`src/logic/zx_defs.svh`:
```
/* Widths, page and bank numbers, and audio levels for the Spectrum memory and port logic.
   Included by the package and by every module that sizes a port with these values */
`ifndef ZX_DEFS_SVH
`define ZX_DEFS_SVH

// Bus and memory geometry
`define ZX_ADDR_W           16
`define ZX_DATA_W           8
`define ZX_OFFS_W           14
`define ZX_PAGE_W           4
`define ZX_BANK_W           3
`define ZX_NUM_PAGES        10
`define ZX_SCR_W            13

// Physical pages 0 to 7 are the RAM banks, the ROMs sit above them
`define ZX_ROM0_PAGE        8
`define ZX_ROM1_PAGE        9

// Banks with a fixed role in the 128K map
`define ZX_SCREEN_BANK      5
`define ZX_SHADOW_BANK      7
`define ZX_FIXED_BANK_4000  5
`define ZX_FIXED_BANK_8000  2

// ULA output port
`define ZX_BORDER_W         3
`define ZX_AUDIO_W          16
`define ZX_EAR_LEVEL        16'h4000
`define ZX_MIC_LEVEL        16'h1000

// Floating bus value seen by every IO read
`define ZX_IO_IDLE          8'hFF

`endif

```
`src/logic/zx_pkg.sv`:
```
/* Bus, paging and physical memory types shared by the Spectrum memory modules.
   Modules refer to these by scoped name */
`default_nettype none
`include "zx_defs.svh"

package zx_pkg;

	// ==================================================
	// Wishbone classic bus toward the CPU side
	// ==================================================

	typedef struct packed {
		logic                  cyc;
		logic                  stb;
		logic                  we;
		logic                  tga_io;
		logic [`ZX_ADDR_W-1:0] adr;
		logic [`ZX_DATA_W-1:0] dat;
	} wb_req_t;

	typedef struct packed {
		logic                  ack;
		logic [`ZX_DATA_W-1:0] dat;
	} wb_rsp_t;

	// Memory access once the handshake has been decoded
	typedef struct packed {
		logic                  rd;
		logic                  wr;
		logic [`ZX_ADDR_W-1:0] adr;
		logic [`ZX_DATA_W-1:0] dat;
	} mem_req_t;

	// ==================================================
	// IO byte, decoded by 7FFD or by the ULA port
	// ==================================================

	typedef struct packed {
		logic [1:0]            spare;
		logic                  lock;
		logic                  rom_sel;
		logic                  scr_sel;
		logic [`ZX_BANK_W-1:0] bank;
	} paging_view_t;

	typedef struct packed {
		logic [2:0]              spare;
		logic                    ear;
		logic                    mic;
		logic [`ZX_BORDER_W-1:0] border;
	} ula_view_t;

	typedef union packed {
		paging_view_t paging;
		ula_view_t    ula;
	} io_byte_u;

	typedef struct packed {
		logic                  strobe;
		logic [`ZX_ADDR_W-1:0] port;
		io_byte_u              data;
	} io_wr_t;

	// ==================================================
	// Physical side
	// ==================================================

	typedef struct packed {
		logic [`ZX_PAGE_W-1:0] page;
		logic [`ZX_OFFS_W-1:0] offset;
	} phys_addr_t;

	// Bulk loader writes straight into physical pages
	typedef struct packed {
		logic                  active;
		logic                  we;
		phys_addr_t            addr;
		logic [`ZX_DATA_W-1:0] dat;
	} load_req_t;

	typedef struct packed {
		logic                  rd;
		logic                  we;
		phys_addr_t            addr;
		logic [`ZX_DATA_W-1:0] dat;
	} ram_port_t;

endpackage

`default_nettype wire

```
`src/logic/paging_unit.sv`:
```
/* 128K paging register at port 7FFD with lock and 48K mode, and the map from CPU
   addresses to physical pages. The bulk loader takes over the RAM port while active */
`timescale 1ns/1ps
`default_nettype none
`include "zx_defs.svh"

module paging_unit (
	input  wire                    clk_sys,
	input  wire                    reset,
	input  wire                    mode_48k,
	input  wire zx_pkg::mem_req_t  mem_req,
	input  wire zx_pkg::io_wr_t    io_wr,
	input  wire zx_pkg::load_req_t load,
	output zx_pkg::ram_port_t      ram_port,
	output logic                   scr_sel
);

	logic                  zx48;
	zx_pkg::io_byte_u      page_reg;
	logic                  locked;
	logic                  page_write;
	logic                  rom_window;
	logic [`ZX_PAGE_W-1:0] rom_page;
	logic [`ZX_PAGE_W-1:0] cpu_page;

	// ==================================================
	// 7FFD register
	// ==================================================

	assign locked = page_reg.paging.lock | zx48;

	// Partial decode on A15 and A1 low
	assign page_write = io_wr.strobe & ~io_wr.port[15] & ~io_wr.port[1] & ~locked;

	always_ff @(posedge clk_sys) begin
		if (reset) begin
			zx48     <= mode_48k;
			page_reg <= '0;
		end else if (page_write) begin
			page_reg <= io_wr.data;
		end
	end

	assign scr_sel = page_reg.paging.scr_sel;

	// ==================================================
	// Address map
	// ==================================================

	assign rom_page = (zx48 | page_reg.paging.rom_sel) ? `ZX_PAGE_W'(`ZX_ROM1_PAGE)
	                                                    : `ZX_PAGE_W'(`ZX_ROM0_PAGE);

	assign rom_window = (mem_req.adr[`ZX_ADDR_W-1 -: 2] == 2'b00);

	always_comb begin
		case (mem_req.adr[`ZX_ADDR_W-1 -: 2])
			2'b00:   cpu_page = rom_page;
			2'b01:   cpu_page = `ZX_PAGE_W'(`ZX_FIXED_BANK_4000);
			2'b10:   cpu_page = `ZX_PAGE_W'(`ZX_FIXED_BANK_8000);
			default: cpu_page = `ZX_PAGE_W'(page_reg.paging.bank);
		endcase
	end

	// Loader owns the port while active, CPU writes to ROM fall away
	always_comb begin
		if (load.active) begin
			ram_port.rd   = 1'b0;
			ram_port.we   = load.we;
			ram_port.addr = load.addr;
			ram_port.dat  = load.dat;
		end else begin
			ram_port.rd          = mem_req.rd;
			ram_port.we          = mem_req.wr & ~rom_window;
			ram_port.addr.page   = cpu_page;
			ram_port.addr.offset = mem_req.adr[`ZX_OFFS_W-1:0];
			ram_port.dat         = mem_req.dat;
		end
	end

	// A CPU write that met an active load would be lost in the port mux
	no_write_under_load: assert property (
		@(posedge clk_sys) disable iff (reset)
		load.active |-> !mem_req.wr
	) else $error("CPU write strobe arrived while the loader owned the RAM port");

endmodule

`default_nettype wire

```
`config.mk`:
```
export PLATFORM = sky130hd
export DESIGN_NAME = paging_unit
export DESIGN_NICKNAME = d
export VERILOG_FILES = /design/src/logic/zx_pkg.sv /design/src/logic/paging_unit.sv
export VERILOG_INCLUDE_DIRS = /design/src /design/src/logic
export SDC_FILE = /design/constraint.sdc
export NUM_CORES = 1
export LEC_CHECK = 0
export ABC_CLOCK_PERIOD_IN_PS = 1700
export BUFFER_PORTS_ARGS = -buffer_cell sky130_fd_sc_hd__clkbuf_2
export CAP_MARGIN = 15
export CORE_MARGIN = 5
export CORE_UTILIZATION = 27
export CTS_CLUSTER_DIAMETER = 100
export DETAILED_ROUTE_END_ITERATION = 8
export GPL_TIMING_DRIVEN = 1
export HOLD_SLACK_MARGIN = 0.03
export PLACE_DENSITY = 0.79
export SYNTH_ARGS = -nofsm -noshare
export SYNTH_HDL_FRONTEND = slang
export SYNTH_SLANG_ARGS = --single-unit
```
`constraint.sdc`:
```
create_clock -name clk_sys -period 1.7 [get_ports clk_sys]
set_input_delay 0.255 -clock clk_sys [delete_from_list [all_inputs] [get_ports clk_sys]]
set_output_delay 0.255 -clock clk_sys [all_outputs]
set_load 0.005 [all_outputs]
```
==> out/results.ini <==
[die]
start_util_pct = 27.5
core_area_um2 = 2410
num_rows = 18
die_x_um = 59.6
boundaryPins = 111
die_y_um = 59.6
dieArea_um2 = 3550

[synthesis]
synthCells = 72
synth_top_family_by_area = multiplexers
synth_compound_area_share_pct = 8.30
synth_area_um2 = 663
ys_seq_area_share_pct = 22.6
synth_area_per_cell_um2 = 9.21
synth_xor_area_share_pct = 0
yosys.area_share.simple_pct = 17.9
synth_mux_area_share_pct = 44.9
ys_ff_latch = 7
ys_types = 19
syn_nets = 154
synth_fa_ha_area_share_pct = 0
ys_warn_count = 0

[critical_path]
required_ps = 1890
max_stage_delay_ps = 400
crit_type = register to register
end_kind = register
cp-start-kind = register
cp_top_family = simple AND/OR/NAND/NOR gates
critical_path_arrival_ps = 1490
crit_fanout = 5
critical_path_buf_inv_count = 0
cp_cell_sequence = nor4b_2 -> and2b_1 -> mux2i_1
slowest_stage = edfxtp_1

[clock_network]
path_clk_slew_ps = 50
cts_buffers = 3
htreeDepth = 1
cts_setup_buffers = 0
cts_resized = 0
hold_buffers = 0
cts_tree = done
ctsLongestPathBuffers = 2
cts.sinks = 7
clkLatencyLatePin_ps = 250
cts_root_buffer = clkbuf_4

[timing]
post-route-period-util_pct = 76.7
finClkSkew_ps = 0.202
max_freq_mhz = 766
final_hold_viol_count = 0
relSlewSlack_pct = 82.3
finalSetupTns_ps = 0
rsz0062_at_grt = no
worst_pin_slew_ps = 265
layout_min_cycle_time_ps = 1300
drv_slew = 0
final-setup-viol-count = 0

[finish]
final_common_cell = clkbuf_2
fillers = 243
largest_reg_flops = 6
area_growth_pct = 78.5
n_antenna_cell = 0
fin_nets = 248
final_cell_mix = 94 x clkbuf_2, 22 x mux2_2, 10 x nand2b_1
utilization_pct = 49.1
drive_gt1_share_pct = 73.3
fin_area_um2 = 1180

[pwr]
p_leak_uw = 0.000640
power.density_nw_per_um2 = 471
vdd_drop_max_uv = 398
total_power_uw = 558

[global_routing]
grt_max_degree = 34
gr-total-overflow = 0
grt_pass1_wl_um = 3420
grt_use_total_pct = 12.6
antenna_found_initial = 0
grt_pass1_vias = 800

[drt]
wl_per_cell_um = 13.0
drt-total-wl_um = 2540
via_per_inst = 4.51
drc = 0
drtIter0Drc = 30
ant_nets = 0
vias = 879
dr.pass1.iters = 2

[placement]
portBuffers = 94
place_area_um2 = 1160
gp_congestion = 0.762

[flow_run]
max_cap_viol_count = 0

[worst_hold_path]
hp-class = primary input to register

[outcome]
status = completed

## worst reg2reg max path: stages (launching register included)
cell and delay (ps):
edfxtp_1 400, nor4b_2 310, and2b_1 320, mux2i_1 210
## cells by family after synthesis
kind of cell,after synthesis
buf+inv,8
mux,27
flops,7
simple gates,20
compound gates,10
## final timing paths
kind,start,end,slack [ps],cells past startpoint
worst min register to register,page_reg[5]$_SDFFE_PP0P_,page_reg[5]$_SDFFE_PP0P_,470,2
worst max-delay path,zx48$_DFFE_PP_,page_reg[3]$_SDFFE_PP0P_,400,3
worst max register to register,zx48$_DFFE_PP_,page_reg[3]$_SDFFE_PP0P_,400,3
worst min-delay path,mode_48k,zx48$_DFFE_PP_,180,1
## synthesized netlist by cell type
library cell	number	area [um^2]
o31ai_1	2	15.0
mux2_2	22	248
inv_1	2	7.51
nand2_1	5	18.8
nor4b_2	1	15.0
clkbuf_1	1	3.75
o21ai_0	6	30.0
nor2_1	1	3.75
buf_1	1	3.75
edfxtp_1	1	30.0
and2b_1	1	7.51
buf_6	1	11.3
mux2i_1	5	50.1
a21oi_1	2	10.0
buf_2	3	15.0
nand2b_1	10	62.6
nor3_1	1	5.00
nor2b_1	1	6.26
dfxtp_1	6	120
## report_power, final
part | internal [uW] | total [uW] | switching, uW
sequential | 174 | 177 | 3.13
combinational | 141 | 227 | 85.9
clock | 89.8 | 154 | 64.1
## stage by stage
step,hold WS [ps],setup WS [ps],instances
3_3_place_gp,431,406,191
5_1_grt,177,285,195
2_1_floorplan,354,496,72
6_report,182,395,195
3_5_place_dp,441,377,191
4_1_cts,167,367,195
## final cells by class
type,count,area (um^2),area share (%)
clock buffer,4,26.3,2.22
inverter,2,7.51,0.634
multi-input combinational,57,472,39.9
sequential,7,150,12.7
tap,30,37.5,3.17
timing repair buffer,95,490,41.4
## layer usage
layer | routed length (um) | track usage, %
met3 | 487 | 5.66
met4 | 12 | 5.70
met2 | 1150 | 20.7
met1 | 892 | 13.8
met5 | 0 | 0
No activity file was read; power rests on OpenSTA's default activity.
