### config.mk
export PLATFORM = sky130hd
export DESIGN_NAME = ula_port
export DESIGN_NICKNAME = d
export VERILOG_FILES = /design/src/logic/zx_pkg.sv /design/src/logic/ula_port.sv
export VERILOG_INCLUDE_DIRS = /design/src /design/src/logic
export SDC_FILE = /design/constraint.sdc
export NUM_CORES = 1
export LEC_CHECK = 0
export ABC_AREA = 1
export BUFFER_PORTS_ARGS = -buffer_cell sky130_fd_sc_hd__buf_2
export CORE_MARGIN = 1.5
export CORE_UTILIZATION = 26
export CTS_CLUSTER_SIZE = 30
export DETAILED_ROUTE_END_ITERATION = 6
export GPL_ROUTABILITY_DRIVEN = 0
export PLACE_DENSITY = 0.72
export SYNTH_ARGS = -nofsm -noshare
export SYNTH_HDL_FRONTEND = slang
export SYNTH_SLANG_ARGS = --single-unit
### constraint.sdc
create_clock -name clk_sys -period 0.8 [get_ports clk_sys]
set_input_delay 0.16 -clock clk_sys [delete_from_list [all_inputs] [get_ports clk_sys]]
set_output_delay 0.16 -clock clk_sys [all_outputs]
set_load 0.01 [all_outputs]
### src/logic/zx_defs.svh
/* Widths, page and bank numbers, and audio levels for the Spectrum memory and port logic.
   Included by the package and by every module that sizes a port with these values */
`ifndef ZX_DEFS_SVH
`define ZX_DEFS_SVH

// Bus and memory geometry
`define ZX_ADDR_W           16
`define ZX_DATA_W           8
`define ZX_OFFS_W           14
`define ZX_PAGE_W           4
`define ZX_BANK_W           3
`define ZX_NUM_PAGES        10
`define ZX_SCR_W            13

// Physical pages 0 to 7 are the RAM banks, the ROMs sit above them
`define ZX_ROM0_PAGE        8
`define ZX_ROM1_PAGE        9

// Banks with a fixed role in the 128K map
`define ZX_SCREEN_BANK      5
`define ZX_SHADOW_BANK      7
`define ZX_FIXED_BANK_4000  5
`define ZX_FIXED_BANK_8000  2

// ULA output port
`define ZX_BORDER_W         3
`define ZX_AUDIO_W          16
`define ZX_EAR_LEVEL        16'h4000
`define ZX_MIC_LEVEL        16'h1000

// Floating bus value seen by every IO read
`define ZX_IO_IDLE          8'hFF

`endif

### src/logic/zx_pkg.sv
/* Bus, paging and physical memory types shared by the Spectrum memory modules.
   Modules refer to these by scoped name */
`default_nettype none
`include "zx_defs.svh"

package zx_pkg;

	// ==================================================
	// Wishbone classic bus toward the CPU side
	// ==================================================

	typedef struct packed {
		logic                  cyc;
		logic                  stb;
		logic                  we;
		logic                  tga_io;
		logic [`ZX_ADDR_W-1:0] adr;
		logic [`ZX_DATA_W-1:0] dat;
	} wb_req_t;

	typedef struct packed {
		logic                  ack;
		logic [`ZX_DATA_W-1:0] dat;
	} wb_rsp_t;

	// Memory access once the handshake has been decoded
	typedef struct packed {
		logic                  rd;
		logic                  wr;
		logic [`ZX_ADDR_W-1:0] adr;
		logic [`ZX_DATA_W-1:0] dat;
	} mem_req_t;

	// ==================================================
	// IO byte, decoded by 7FFD or by the ULA port
	// ==================================================

	typedef struct packed {
		logic [1:0]            spare;
		logic                  lock;
		logic                  rom_sel;
		logic                  scr_sel;
		logic [`ZX_BANK_W-1:0] bank;
	} paging_view_t;

	typedef struct packed {
		logic [2:0]              spare;
		logic                    ear;
		logic                    mic;
		logic [`ZX_BORDER_W-1:0] border;
	} ula_view_t;

	typedef union packed {
		paging_view_t paging;
		ula_view_t    ula;
	} io_byte_u;

	typedef struct packed {
		logic                  strobe;
		logic [`ZX_ADDR_W-1:0] port;
		io_byte_u              data;
	} io_wr_t;

	// ==================================================
	// Physical side
	// ==================================================

	typedef struct packed {
		logic [`ZX_PAGE_W-1:0] page;
		logic [`ZX_OFFS_W-1:0] offset;
	} phys_addr_t;

	// Bulk loader writes straight into physical pages
	typedef struct packed {
		logic                  active;
		logic                  we;
		phys_addr_t            addr;
		logic [`ZX_DATA_W-1:0] dat;
	} load_req_t;

	typedef struct packed {
		logic                  rd;
		logic                  we;
		phys_addr_t            addr;
		logic [`ZX_DATA_W-1:0] dat;
	} ram_port_t;

endpackage

`default_nettype wire

### src/logic/ula_port.sv
/* ULA output port on even IO addresses. Holds border, ear and mic, and mixes a beeper level */
`timescale 1ns/1ps
`default_nettype none
`include "zx_defs.svh"

module ula_port (
	input  wire                   clk_sys,
	input  wire                   reset,
	input  wire zx_pkg::io_wr_t   io_wr,
	output logic [`ZX_BORDER_W-1:0] border,
	output logic [`ZX_AUDIO_W-1:0]  beeper
);

	logic ear;
	logic mic;

	// Only A0 is decoded
	always_ff @(posedge clk_sys) begin
		if (reset) begin
			border <= '0;
			ear    <= 1'b0;
			mic    <= 1'b0;
		end else if (io_wr.strobe & ~io_wr.port[0]) begin
			border <= io_wr.data.ula.border;
			ear    <= io_wr.data.ula.ear;
			mic    <= io_wr.data.ula.mic;
		end
	end

	// Ear dominates, mic adds a small offset
	assign beeper = (ear ? `ZX_EAR_LEVEL : '0) + (mic ? `ZX_MIC_LEVEL : '0);

endmodule

`default_nettype wire

==> flow_summary.toml, run 1 <==
[drt]
wl_met2_um = 277
routed-via-count = 278
wl_met1_um = 210
antenna_left = 0
drc = 0
routed_via_density = 3.43
drt_iter0_drc = 1
routed_wl_um = 542
drt_pass1_iterations = 2
routed-wl-met3_um = 54
top_layer_used = "met3"
avgRoutedWirePerCell_um = 6.69

[cts]
clock_sinks = 5
path_clk_slew_ns = 0.04
cts_max_level = 1
cts_buffers = 3
insertion_delay_ns = 0.24
cts_tree = "done"
cts.path.max_buffers = 2
cts_root_buf = "clkbuf_4"

[sta]
period_share_pct = 103
min_period_ns = 0.827
clock_skew_ns = 0
fin_ws_ns = -0.0267
rsz0062_at_grt = "yes"
drv_slew = 0
max_freq_mhz = 1210
hold_violations = 0
finalSetupViolations = 5

[yosys]
netlist_area_um2 = 342
synth_mux_area_share_pct = 0
ys_types = 9
ys_ff_latch = 5
yosys_warnings = 0
synthXorXnorAreaFrac_pct = 0
synth_adder_area_share_pct = 0
synth.avg_cell_area_um2 = 6.70
synthCells = 51
synth_compound_area_share_pct = 0
synth_top_family_by_area = "buffers and inverters"
ys_seq_area_share_pct = 29.3
synth_simple_gate_area_share_pct = 25.6

[worst_setup_path]
worstPathRequired_ns = 0.64
worst-path-max-fanout = 2
crit_arrival_ns = 0.67
max_stage_delay_ns = 0.32
start_kind = "flop"
cpLargestDelayFamily = "flip-flops"
cp-end-kind = "output pin"
worst-setup-path-type = "reg2out"
crit_chain = "buf_6"
crit_slowest_cell = "dfxtp_2"
worst-path-buf-inv = 1

[die]
die_area_um2 = 1540
start_util_pct = 29.2
die_w_um = 39.2
dieHeight_um = 39.2
rows = 12
core_um2 = 1170
io_pins = 46

[pwr]
power_mw = 0.718
irDropWorstVdd_v = 0.000529
p_leak_nw = 0.260
power.density_nw_per_um2 = 1660

[final_layout]
postLayoutCoreUtil_pct = 36.9
design_area_um2 = 432
finalNonFillerCells = 81
antenna-diode-count = 0
finalNetCount = 95
area_growth_pct = 26.4
layout-drive-gt1-share_pct = 37.3

[grt]
grt_usage_pct = 9.51
grt_max_degree = 7
grt-ovfl-total = 0
grt_pass1_wl_um = 883
antenna_found_initial = 0
grt_pass1_vias = 231

[job]
max_cap_violations = 0

[place]
placed_cell_area_um2 = 353
hpwl_um = 441
portBuffers = 13
dp.cells = 75

[status]
outcome = "finished, violations left"
violations = "negative setup slack"

[worst_hold_path]
hp-class = "in2reg"
## where the power goes
group | internal (mW) | switching, mW | total (mW)
combinational | 0.0685 | 0.0831 | 0.152
sequential | 0.271 | 0.0109 | 0.281
clock | 0.188 | 0.0971 | 0.285
## kinds of logic after synthesis
family / after synthesis
simple gates: 21
flops: 5
buf+inv: 24
other cells: 1
## worst min-delay path, cell delays in order
cell and delay, ns:
buf_2 0.07, inv_1 0.06, nand2_1 0.07, nor2_1 0.03
## cell usage after synthesis
library cell  count  share of area [%]
buf_4            16                 35
conb_1            1                1.1
dfxtp_1           5                 29
inv_1             7                7.7
inv_2             1                1.1
nand2_1           5                5.5
nand3_1           5                7.3
nor2_1           10                 11
nor2_2            1                1.8
## routing by layer
layer / vias to the layer above / GRT usage [%]
met5: - / 0
met3: 0 / 6.94
li1: 151 / -
met4: 0 / 7.76
met1: 108 / 10.3
met2: 19 / 12.1
## worst paths after layout
| check | from | end | slack [ns] | depth (start not counted) |
|---|---|---|---|---|
| worst min register to register | border[2] | border[2] | 0.48 | 2 |
| worst max register to register | ear | ear | 0.10 | 3 |
| worst min-delay path | reset | ear | 0.20 | 4 |
| worst max-delay path | ear | beeper[14] | -0.03 | 1 |
## state kept, by name, summed over array words and instances (netlist names)
name / cells
ear: 1
border: 3
mic: 1
## layout make-up
class,instances,area [µm²]
inverter,8,30.0
timing repair buffer,15,111
fill,145,739
clock buffer,4,26.3
tap,14,17.5
multi-input combinational,35,140
sequential,5,106
## metrics by stage
stage / setup WS, ns / hold slack [ns] / setup TNS (ns)
after floorplan: 0.224 / 0.346 / 0
after global placement: 0.0786 / 0.457 / 0
after detailed placement: 0.0534 / 0.462 / 0
after CTS: -0.0375 / 0.202 / -0.167
after global routing: -0.0673 / 0.225 / -0.306
final: -0.0267 / 0.200 / -0.125
## cells in the final DEF, fill, tap and decap left out
cell      Yosys  layout
conb_1        1      14
nor2_1       10      10
buf_2         0       8
inv_1         7       7
nand3_1       5       5
nand2_1       5       5
dfxtp_2       0       5
buf_6         0       5
clkbuf_4      0       3
buf_4        16       2
inv_2         1       1
nor2_2        1       1
clkbuf_1      0       1
## repair_timing
action,4_1_cts,5_1_grt
gates resized for setup,10,0
hold buffers,0,0
buffers inserted,2,0
setup endpoints to repair,5,5
Note: power is estimated with default switching activity, not from simulation.
==> run 2, diff against run 1 <==
Settings changed: CORE_AREA set to 2 2 39 41, CORE_MARGIN 1.5 to unset, CORE_UTILIZATION 26 to unset, DIE_AREA set to 0 0 41 43, PLACE_DENSITY 0.72 to 0.69.
Clock period 0.8 ns to 0.88 ns, I/O delays scaled along.
==> flow_summary.toml, run 2 (synthesis gave the netlist of run 1 again) <==
[pwr]
irDropWorstVdd_v = 0.000361
power.density_nw_per_um2 = 1570
p_leak_nw = 0.247

[worst_setup_path]
max_stage_delay_ns = 0.31
cpLargestDelayFamily = "flip-flops"
crit_chain = "buf_2"
worst-path-buf-inv = 1
start_kind = "flop"
crit_arrival_ns = 0.68
cp-end-kind = "output pin"
crit_slowest_cell = "dfxtp_2"
worst-path-max-fanout = 2
worst-setup-path-type = "reg2out"
worstPathRequired_ns = 0.70

[sta]
drv_slew = 0
min_period_ns = 0.853
max_freq_mhz = 1170
holdWs_ns = 0.217
final.setup.tns_ns = 0
period_share_pct = 96.9
rsz0062_at_grt = "no"
fin_ws_ns = 0.0272
hold_violations = 0
finalSetupViolations = 0
clock_skew_ns = 0

[die]
rows = 14
die_w_um = 41
die_area_um2 = 1760
io_pins = 46
start_util_pct = 24.7
core_um2 = 1380
dieHeight_um = 43

[grt]
antenna_found_initial = 0
grt_pass1_wl_um = 834
grt_pass1_vias = 233
grt_usage_pct = 7.42
grt_max_degree = 7
grt-ovfl-total = 0

[drt]
routed_via_density = 3.32
drt_iter0_drc = 4
drt_pass1_iterations = 4
drc = 0
avgRoutedWirePerCell_um = 6.37
routed_wl_um = 516
routed-via-count = 269
antenna_left = 0

[cts]
cts_max_level = 1
cts.path.max_buffers = 2
clock_sinks = 5
cts_buffers = 3
cts_root_buf = "clkbuf_4"
path_clk_slew_ns = 0.04
cts_tree = "done"
insertion_delay_ns = 0.24

[final_layout]
regMostFlops = "border"
area_growth_pct = 19.0
layout_commonest_cell = "conb_1"
largest_reg_flops = 3
layout-drive-gt1-share_pct = 35.4
antenna-diode-count = 0
postLayoutCoreUtil_pct = 29.4
largest_registers = "border x3, ear x1, mic x1"
final_cell_mix = "conb_1 (14), nor2_1 (10), buf_2 (10), inv_1 (7)"
finalNetCount = 93
design_area_um2 = 407

[place]
hpwl_um = 469
place_ws_ns = 0.114
placed_cell_area_um2 = 355
portBuffers = 13

[worst_hold_path]
hp-class = "in2reg"

[status]
outcome = "finished clean"

[job]
max_cap_violations = 0
## run 2: layout make-up
cell class                 count  area (µm²)
clock buffer                   4        26.3
fill                         168         977
inverter                       8        30.0
multi-input combinational     35         140
sequential                     5         106
tap                           16        20.0
timing repair buffer          13        83.8
## run 2: final timing paths
kind / start / end / slack, ns / cells past startpoint
max: border[1] / border[1] / 0.03 / 1
min: reset / mic / 0.22 / 4
max reg2reg: border[2] / border[2] / 0.31 / 2
min reg2reg: ear / ear / 0.46 / 2
## run 2: per-layer routing
metal  share of wire, %  global-route usage (%)  vias to the layer above
met1                 41                    8.65                      103
met4                3.5                    10.0                        0
li1                   -                       -                      146
met2                 41                    8.75                       18
met5                  0                       0                        -
met3                 14                    2.09                        2
## run 2: power breakdown
group	leakage (nW)	internal, mW	switching [mW]
clock network	0.0150	0.171	0.0900
logic	0.189	0.0491	0.0734
registers	0.0430	0.246	0.00871
total	0.247	0.466	0.172
## run 2: timing repair
action / CTS / global route
hold buffers: 0 / 0
gates cloned: 0 / 0
pin swaps: 0 / 0
endpoints found under the setup margin: 2 / 5
gates resized for setup: 2 / 6
setup buffers: 0 / 0
## run 2: per-stage QoR
step | cells | power [mW]
floorplan | 64 | 0.379
global placement | 77 | 0.365
detailed placement | 77 | 0.367
CTS | 81 | 0.639
global route | 81 | 0.693
finish | 81 | 0.638
