### config.mk
export PLATFORM = sky130hd
export DESIGN_NAME = cpu_bus_port
export DESIGN_NICKNAME = d
export VERILOG_FILES = /design/src/logic/zx_pkg.sv /design/src/logic/cpu_bus_port.sv
export VERILOG_INCLUDE_DIRS = /design/src /design/src/logic
export SDC_FILE = /design/constraint.sdc
export NUM_CORES = 1
export LEC_CHECK = 0
export ABC_CLOCK_PERIOD_IN_PS = 1600
export BUFFER_PORTS_ARGS = -buffer_cell sky130_fd_sc_hd__buf_4
export CORE_UTILIZATION = 27
export CTS_CLUSTER_SIZE = 12
export DETAILED_ROUTE_END_ITERATION = 8
export GPL_ROUTABILITY_DRIVEN = 0
export GPL_TIMING_DRIVEN = 0
export PLACE_DENSITY_LB_ADDON = 0.2
export SLEW_MARGIN = 25
export SYNTH_ARGS = -nofsm -noshare
export SYNTH_HDL_FRONTEND = slang
export SYNTH_SLANG_ARGS = --single-unit
### constraint.sdc
create_clock -name clk_sys -period 1.6 [get_ports clk_sys]
set_clock_uncertainty 0.05 [all_clocks]
set_input_delay 0.24 -clock clk_sys [delete_from_list [all_inputs] [get_ports clk_sys]]
set_output_delay 0.24 -clock clk_sys [all_outputs]
set_load 0.01 [all_outputs]
### src/logic/zx_defs.svh
/* Widths, page and bank numbers, and audio levels for the Spectrum memory and port logic.
   Included by the package and by every module that sizes a port with these values */
`ifndef ZX_DEFS_SVH
`define ZX_DEFS_SVH

// Bus and memory geometry
`define ZX_ADDR_W           16
`define ZX_DATA_W           8
`define ZX_OFFS_W           14
`define ZX_PAGE_W           4
`define ZX_BANK_W           3
`define ZX_NUM_PAGES        10
`define ZX_SCR_W            13

// Physical pages 0 to 7 are the RAM banks, the ROMs sit above them
`define ZX_ROM0_PAGE        8
`define ZX_ROM1_PAGE        9

// Banks with a fixed role in the 128K map
`define ZX_SCREEN_BANK      5
`define ZX_SHADOW_BANK      7
`define ZX_FIXED_BANK_4000  5
`define ZX_FIXED_BANK_8000  2

// ULA output port
`define ZX_BORDER_W         3
`define ZX_AUDIO_W          16
`define ZX_EAR_LEVEL        16'h4000
`define ZX_MIC_LEVEL        16'h1000

// Floating bus value seen by every IO read
`define ZX_IO_IDLE          8'hFF

`endif

### src/logic/zx_pkg.sv
/* Bus, paging and physical memory types shared by the Spectrum memory modules.
   Modules refer to these by scoped name */
`default_nettype none
`include "zx_defs.svh"

package zx_pkg;

	// ==================================================
	// Wishbone classic bus toward the CPU side
	// ==================================================

	typedef struct packed {
		logic                  cyc;
		logic                  stb;
		logic                  we;
		logic                  tga_io;
		logic [`ZX_ADDR_W-1:0] adr;
		logic [`ZX_DATA_W-1:0] dat;
	} wb_req_t;

	typedef struct packed {
		logic                  ack;
		logic [`ZX_DATA_W-1:0] dat;
	} wb_rsp_t;

	// Memory access once the handshake has been decoded
	typedef struct packed {
		logic                  rd;
		logic                  wr;
		logic [`ZX_ADDR_W-1:0] adr;
		logic [`ZX_DATA_W-1:0] dat;
	} mem_req_t;

	// ==================================================
	// IO byte, decoded by 7FFD or by the ULA port
	// ==================================================

	typedef struct packed {
		logic [1:0]            spare;
		logic                  lock;
		logic                  rom_sel;
		logic                  scr_sel;
		logic [`ZX_BANK_W-1:0] bank;
	} paging_view_t;

	typedef struct packed {
		logic [2:0]              spare;
		logic                    ear;
		logic                    mic;
		logic [`ZX_BORDER_W-1:0] border;
	} ula_view_t;

	typedef union packed {
		paging_view_t paging;
		ula_view_t    ula;
	} io_byte_u;

	typedef struct packed {
		logic                  strobe;
		logic [`ZX_ADDR_W-1:0] port;
		io_byte_u              data;
	} io_wr_t;

	// ==================================================
	// Physical side
	// ==================================================

	typedef struct packed {
		logic [`ZX_PAGE_W-1:0] page;
		logic [`ZX_OFFS_W-1:0] offset;
	} phys_addr_t;

	// Bulk loader writes straight into physical pages
	typedef struct packed {
		logic                  active;
		logic                  we;
		phys_addr_t            addr;
		logic [`ZX_DATA_W-1:0] dat;
	} load_req_t;

	typedef struct packed {
		logic                  rd;
		logic                  we;
		phys_addr_t            addr;
		logic [`ZX_DATA_W-1:0] dat;
	} ram_port_t;

endpackage

`default_nettype wire

### src/logic/cpu_bus_port.sv
/* Wishbone classic slave for the CPU side. Turns bus cycles into memory strobes
   and IO write pulses, and answers with a one-cycle ack */
`timescale 1ns/1ps
`default_nettype none
`include "zx_defs.svh"

module cpu_bus_port (
	input  wire                   clk_sys,
	input  wire                   reset,
	input  wire zx_pkg::wb_req_t  bus,
	output zx_pkg::wb_rsp_t       bus_rsp,
	input  wire                   hold,
	output zx_pkg::mem_req_t      mem_req,
	output zx_pkg::io_wr_t        io_wr,
	input  wire [`ZX_DATA_W-1:0]  ram_dout
);

	logic active;
	logic pend;
	logic ack;

	assign active = bus.cyc & bus.stb;

	// First sampled cycle arms pend, the second one acks
	// Any hold cycle drops the arm so the access starts over after the load
	always_ff @(posedge clk_sys) begin
		if (reset) begin
			pend <= 1'b0;
		end else begin
			pend <= active & ~hold & ~pend;
		end
	end

	assign ack = pend & ~hold;

	// ==================================================
	// Strobes toward the paging unit
	// ==================================================

	// Read issued in the first cycle so the RAM data lands with ack
	always_comb begin
		mem_req.rd  = active & ~pend & ~bus.tga_io & ~bus.we;
		mem_req.wr  = ack & ~bus.tga_io & bus.we;
		mem_req.adr = bus.adr;
		mem_req.dat = bus.dat;
	end

	always_comb begin
		io_wr.strobe = ack & bus.tga_io & bus.we;
		io_wr.port   = bus.adr;
		io_wr.data   = bus.dat;
	end

	// IO reads see the idle bus
	always_comb begin
		bus_rsp.ack = ack;
		bus_rsp.dat = bus.tga_io ? `ZX_IO_IDLE : ram_dout;
	end

	// Master must keep its request up through the ack cycle
	ack_within_cycle: assert property (
		@(posedge clk_sys) disable iff (reset)
		bus_rsp.ack |-> (bus.cyc && bus.stb)
	) else $error("ack raised outside an active bus cycle");

endmodule

`default_nettype wire

==> out/qor_table.md, run 1 <==
| Stage | Result | Reported |
| --- | --- | --- |
| timing | Relative max-transition margin | 90.1% |
| die | Area inside the core boundary | 1730 sq um |
| power and ir drop | Static leakage | 0.639 nW |
| placement | Detailed placement HPWL | 1.27 mm |
| critical path | CP arrival | 840 ps |
| critical path | Worst EP required | 1310 ps |
| global routing | Met3 Track Usage GR | 0.400% |
| layout | Post-Layout Cell Count | 164 |
| cts | CTS clock-pin slew for the worst setup and hold paths | 0 ps |
| layout | Number of filler cells placed in the layout | 171 |
| die | Initial cell density of the core | 28.8% |
| layout | Nets | 180 |
| die | Row Count | 15 |
| synthesis | Area of the mapped netlist | 498 sq um |
| drt | Post-detailed-route wirelength per cell | 7.99 microns |
| synthesis | Cell count after synthesis | 65 |
| placement | Dpl cells | 164 |
| layout | Fraction of layout instances using a drive strength above 1 | 91.4% |
| drt | Initial detailed-routing violation count | 3 |
| power and ir drop | Pwr/cell area | 284 nW/um^2 |
| global routing | Antenna violations before repair | 0 |
| timing | Transition time at the pin with the least slew margin | 148 ps |
| power and ir drop | Worst vdd ir | 0.000151 V |
| flow run | Number of max-capacitance violations reported | 0 |
| cts | Clock latency at the later pin of the worst-skew pair | 0 ps |
| layout | Flip-flop count of the largest register after layout | 1 |
| global routing | Met1 global-route usage | 8.43% |
| global routing | Overflow after GRT | 0 |
| layout | Largest Register | pend |
| outcome | Run status | completed |
| layout | Commonest non-fill, non-tap cell in the layout | sky130_fd_sc_hd__buf_4 |
| drt | 1st-pass router iterations | 2 |
| global routing | Wire length of the first global-routing pass | 1.72 mm |
| die | Full die area | 2020 sq um |
| timing | Setup TNS | 0 ps |
| drt | Final routed DRC violation total | 0 |
| synthesis | Yosys cell types | 9 |
| global routing | Met2 Usage GRT | 26.7% |
| cts | Total of cells resized after clock tree synthesis | 0 |
| critical path | Nature of the critical path endpoint | output port |
| drt | Vias per inst | 3.60 |
| synthesis | Post-Syn Nets | 104 |
| power and ir drop | Pwr Total | 0.308 mW |
| layout | Diode insertion count for antenna repair | 0 |
| timing | Crit path time final | 1130 ps |
| die | Horizontal die dimension | 44.9 microns |
| worst hold path | Min-Delay Path Class | input pin to flop |
| critical path | Sort of element at the start of the critical path | input pin |
| timing | Number of setup violations in the final report | 0 |
| global routing | Total global-route track usage | 10.6% |
| cts | Post-CTS Setup Inserts | 0 |
| global routing | Largest net degree at the start of global routing | 11 |
| synthesis | Share of the yosys chip area belonging to registers | 4.02% |
| global routing | Number of global-route vias before repair | 490 |
| synthesis | Number of synthesis warnings | 0 |
| drt | Wirelength, routed | 1.31 mm |
| critical path | Worst-case reg-to-reg path depth | 2 |
| die | Height of the chip | 44.9 microns |
| drt | Antenna Nets Post-Route | 0 |
| die | # IOs | 99 |
| timing | Hold Violations, Final | 0 |
| timing | Achievable Freq | 883 MHz |
| synthesis | Mean area per synthesized cell | 7.66 sq um |
| drt | Number of vias in the routed layout | 590 |
| worst hold path | Number of cells on the worst hold path | 2 |
| placement | Buffers on Ports | 74 |
| layout | Layout area overhead | 118% |
| layout | Regs by FF count | pend x1 |
| layout | Highest-count cells in the layout ignoring fill and taps | sky130_fd_sc_hd__buf_4 (123), sky130_fd_sc_hd__or2_1 (8), sky130_fd_sc_hd__nor3_1 (2) |
| timing | Max-slew violation count | 0 |
| timing | Worst hold slack after final layout | 353 ps |
| cts | Hold-fix buffer count after cts | 0 |
| timing | Post-route clock period utilization | 70.8% |
| critical path | Critical path fanouts, max | 10 |
| critical path | Class of the most critical setup path | input pin to output port |
| synthesis | Yosys reg bits | 1 |
| timing | RSZ-0062 raised after global routing | false |
| global routing | Busiest metal layer after global routing | met2 |
==> critical path, cell delays in order <==
cell and delay (ps):
sky130_fd_sc_hd__buf_4 110, sky130_fd_sc_hd__buf_6 120, sky130_fd_sc_hd__or2_1 220, sky130_fd_sc_hd__buf_4 140
==> synth_stat cells, drive strengths merged <==
cell / n / share of area (%)
nor2b: 1 / 2.8
nor3: 2 / 2.0
or2: 8 / 10
dfxtp: 1 / 4.0
and3: 1 / 1.5
and3b: 1 / 2.0
nand3b: 1 / 1.5
buf: 50 / 76
==> layer usage <==
| layer | up-vias | share of wire [%] |
|---|---|---|
| li1 | 299 | - |
| met1 | 254 | 26 |
| met2 | 37 | 63 |
| met3 | 0 | 11 |
| met4 | 0 | 0 |
| met5 | - | 0 |
==> metrics by stage <==
| stage | cell area, sq um | utilization (%) | setup slack [ps] |
|---|---|---|---|
| 2_1_floorplan | 498 | - | 599 |
| 3_3_place_gp | 1080 | 62.8 | 461 |
| 3_5_place_dp | 1080 | 62.8 | 464 |
| 4_1_cts | 1080 | 62.8 | 464 |
| 5_1_grt | 1080 | 62.8 | 448 |
| 6_report | 1080 | 62.8 | 467 |
==> final timing paths <==
path                                       from              end  slack, ps
worst max-delay path                    bus[24]       bus_rsp[5]        470
worst max register to register  pend$_SDFF_PP0_  pend$_SDFF_PP0_        870
worst min register to register  pend$_SDFF_PP0_  pend$_SDFF_PP0_        490
worst min-delay path                      reset  pend$_SDFF_PP0_        350
==> final cells by class <==
| class | instances | area, sq um | share of cell area, % |
|---|---|---|---|
| Timing Repair Buffer | 74 | 556 | 51.2 |
| Buffer | 50 | 379 | 34.9 |
| Multi-Input combinational cell | 14 | 98.8 | 9.11 |
| Tap cell | 25 | 31.3 | 2.88 |
| Sequential cell | 1 | 20.0 | 1.85 |
==> power by group <==
group	internal, mW	leakage (nW)	switching [mW]
combinational	0.192	0.631	0.0903
clock	0	0	0
sequential	0.0261	0.00813	0.000283
total	0.218	0.639	0.0906
==> kinds of logic after synthesis <==
family	count (synthesis)	share of synthesized area, %
and+or+nand+nor	14	19.9
DFF	1	4.02
buffers and inverters	50	76.1
Power figures use the tool's default switching activity.
==> inputs of run 2 (changes only) <==
ABC_AREA = 1   (was not set)
ABC_CLOCK_PERIOD_IN_PS = 1050   (was 1600)
CORE_UTILIZATION = 25   (was 27)
clock period = 1.05 ns   (was 1.6 ns; I/O delays follow)
==> run 2 against run 1 <==
Worst setup slack got worse by 290 ps; register-to-register slack got worse by 480 ps; area after synthesis decreased by 0.50%; utilization decreased by 2.1 points; sequential share of layout area about the same; total power increased by 53%; die area increased by 7.1%; wire length increased by 10%; via count increased by 3.6%; global-route usage decreased by 0.77 points; critical path type unchanged; critical endpoint is now bus_rsp[4]; largest power group unchanged.
==> out/qor_table.md, run 2 <==
| Stage | Result | Reported |
| --- | --- | --- |
| outcome | Run status | completed |
| drt | Initial detailed-routing violation count | 0 |
| power and ir drop | Static leakage | 0.651 nW |
| power and ir drop | Int Pwr | 0.328 mW |
| drt | Number of vias in the routed layout | 611 |
| synthesis | Synth cell count leaders | sky130_fd_sc_hd__buf_4 (49), sky130_fd_sc_hd__or2_1 (8), sky130_fd_sc_hd__inv_1 (4), sky130_fd_sc_hd__nor2_1 (4) |
| drt | 1st-pass router iterations | 1 |
| global routing | Busiest metal layer after global routing | met2 |
| placement | Detailed placement HPWL | 1.39 mm |
| cts | Post-CTS Setup Inserts | 0 |
| timing | Crit path time final | 874 ps |
| die | # IOs | 99 |
| timing | Post-route clock period utilization | 83.3% |
| timing | Relative max-transition margin | 92.5% |
| layout | Regs by FF count | pend x1 |
| drt | Wirelength, routed | 1.45 mm |
| timing | Hold Violations, Final | 0 |
| die | Horizontal die dimension | 46.5 microns |
| synthesis | Most frequent cell after synthesis | sky130_fd_sc_hd__buf_4 |
| layout | Fraction of layout instances using a drive strength above 1 | 85.6% |
| power and ir drop | Pwr/cell area | 435 nW/um^2 |
| flow run | Number of max-capacitance violations reported | 0 |
| global routing | Met2 Usage GRT | 22.5% |
| synthesis | Yosys cell types | 9 |
| power and ir drop | Logic gate share of total power | 91.4% |
| layout | Nets | 187 |
| power and ir drop | Sw Share | 30.2% |
| drt | Antenna Nets Post-Route | 0 |
| synthesis | Post-Syn Nets | 111 |
| layout | Number of filler cells placed in the layout | 170 |
| layout | Flip-flop count of the largest register after layout | 1 |
| cts | CTS clock-pin slew for the worst setup and hold paths | 0 ps |
| critical path | Nature of the critical path endpoint | output port |
| global routing | Met3 Track Usage GR | 2.35% |
| global routing | Antenna violations before repair | 0 |
| synthesis | Dominant cells by area after synthesis | sky130_fd_sc_hd__buf_4 (74%), sky130_fd_sc_hd__or2_1 (10%), sky130_fd_sc_hd__dfxtp_1 (4.0%) |
| power and ir drop | Worst vdd ir | 0.000263 V |
| die | Height of the chip | 46.5 microns |
| die | Full die area | 2160 sq um |
| synthesis | Synth area leader | sky130_fd_sc_hd__buf_4 |
| power and ir drop | Clk pwr share | 0% |
| die | Row Count | 15 |
| layout | Multi-input gate area | 88.8 sq um |
| critical path | Sort of element at the start of the critical path | input pin |
| global routing | Largest net degree at the start of global routing | 11 |
| cts | Total of cells resized after clock tree synthesis | 0 |
| cts | Clock latency at the later pin of the worst-skew pair | 0 ps |
| placement | Dpl cells | 171 |
| placement | Cell area reported after detailed placement | 1080 sq um |
| critical path | Class of the most critical setup path | input pin to output port |
| power and ir drop | Share of total power in sequential cells | 8.6% |
| layout | Register area | 20.0 sq um |
| die | Initial cell density of the core | 27.8% |
| critical path | Crit-path slowest cell | sky130_fd_sc_hd__or2_1 |
| synthesis | Commonest register cell after synthesis | sky130_fd_sc_hd__dfxtp_1 |
| synthesis | Share of async-settable or async-resettable flops after synthesis | 0% |
| critical path | Critical Path Most Common Cell | sky130_fd_sc_hd__buf_4 |
| layout | Finished Core Util | 60.7% |
| critical path | Critical Path, Cell by Cell | buf_4 -> or2_1 -> buf_4 |
| drt | Post-detailed-route wirelength per cell | 8.45 microns |
| timing | Achievable Freq | 1140 MHz |
| drt | Vias per inst | 3.57 |
| worst hold path | Min-Delay Path Class | input pin to flop |
| critical path | CP arrival | 670 ps |
| global routing | Total global-route track usage | 9.81% |
| layout | Diode insertion count for antenna repair | 0 |
| layout | Layout area overhead | 118% |
| timing | Setup TNS | 0 ps |
| timing | RSZ-0062 raised after global routing | false |
| layout | Post-Layout Cell Count | 171 |
| global routing | Wire length of the first global-routing pass | 1.62 mm |
| die | Area inside the core boundary | 1780 sq um |
| synthesis | Mean area per synthesized cell | 6.88 sq um |
| placement | Buffers on Ports | 74 |
| cts | Hold-fix buffer count after cts | 0 |
| layout | Commonest non-fill, non-tap cell in the layout | sky130_fd_sc_hd__buf_4 |
| power and ir drop | Switching power total | 0.142 mW |
| synthesis | Number of synthesis warnings | 0 |
| drt | Final routed DRC violation total | 0 |
| synthesis | Yosys reg bits | 1 |
| critical path | Worst EP required | 840 ps |
| critical path | Critical path fanouts, max | 10 |
| timing | Number of setup violations in the final report | 0 |
| timing | Max-slew violation count | 0 |
| synthesis | Proportion of netlist area held by the largest area contributor | 74.2% |
| synthesis | Share of the yosys chip area belonging to registers | 4.04% |
| synthesis | Cell count after synthesis | 72 |
| layout | Largest Register | pend |
| synthesis | Area of the mapped netlist | 495 sq um |
| layout | Final design area excluding fillers | 1080 sq um |
| critical path | Slowest cell delay on critical path | 220 ps |
| global routing | Overflow after GRT | 0 |
| synthesis | EDFF count, synth | 0 |
| timing | Transition time at the pin with the least slew margin | 112 ps |
| layout | Highest-count cells in the layout ignoring fill and taps | sky130_fd_sc_hd__buf_4 (123), sky130_fd_sc_hd__or2_1 (8), sky130_fd_sc_hd__inv_1 (4), sky130_fd_sc_hd__nor2_1 (4) |
| global routing | Met1 global-route usage | 8.29% |
| global routing | Number of global-route vias before repair | 428 |
==> run 2: cell count changes in the layout (fill, tap and decap cells not counted), sizes merged <==
cell / before / now
inv: 0 / 5
nor2: 0 / 5
nand2: 0 / 2
nand3: 0 / 2
nor3: 2 / 0
and3: 1 / 0
and3b: 1 / 0
buf: 124 / 123
nand3b: 1 / 0
nor2b: 1 / 0
==> run 2: metal layers <==
layer  part of all wire [%]  routed length (microns)  up-vias
met5                      0                        0        -
met4                      0                        0        0
met3                     20                      284        0
met2                     56                      807       55
met1                     24                      352      244
li1                       -                        -      312
==> run 2: kinds of logic (layout without fill, tap and decap cells) <==
family,Yosys count,count (layout),share of synthesized area [%]
simple gates,17,17,17.9
flops,1,1,4.04
buf+inv,54,128,78.0
==> run 2: worst max-delay path: cells and delay by family <==
family                 cells  cell delay [ps]
buffers and inverters      2              280
and+or+nand+nor            1              220
==> run 2: cell type report <==
| type | count | share of cell area, % |
|---|---|---|
| repair buffers | 74 | 51.3 |
| plain buffers | 49 | 34.0 |
| multi-input cells | 17 | 8.21 |
| well taps | 25 | 2.89 |
| flip-flops and latches | 1 | 1.85 |
| inverters | 5 | 1.73 |
==> run 2: power groups by stage <==
stage               Clock, mW  Combinational [mW]  Sequential (mW)
floorplan                   0               0.220           0.0402
global placement            0               0.428           0.0402
detailed placement          0               0.435           0.0404
CTS                         0               0.436           0.0404
global route                0               0.460           0.0404
finish                      0               0.430           0.0403
==> run 2: final timing paths <==
| kind | slack, ps | to | from | depth (start not counted) |
|---|---|---|---|---|
| worst min register to register | 500 | pend$_SDFF_PP0_ | pend$_SDFF_PP0_ | 3 |
| worst max-delay path | 180 | bus_rsp[4] | bus[24] | 3 |
| worst min-delay path | 370 | pend$_SDFF_PP0_ | reset | 4 |
| worst max register to register | 390 | pend$_SDFF_PP0_ | pend$_SDFF_PP0_ | 3 |
==> run 2: per-stage QoR <==
step	hold WS, ps	total power, mW	setup WS [ps]
final	370	0.470	176
after global routing	395	0.500	105
after CTS	381	0.476	165
after detailed placement	381	0.476	171
after global placement	345	0.468	175
after floorplan	256	0.260	254
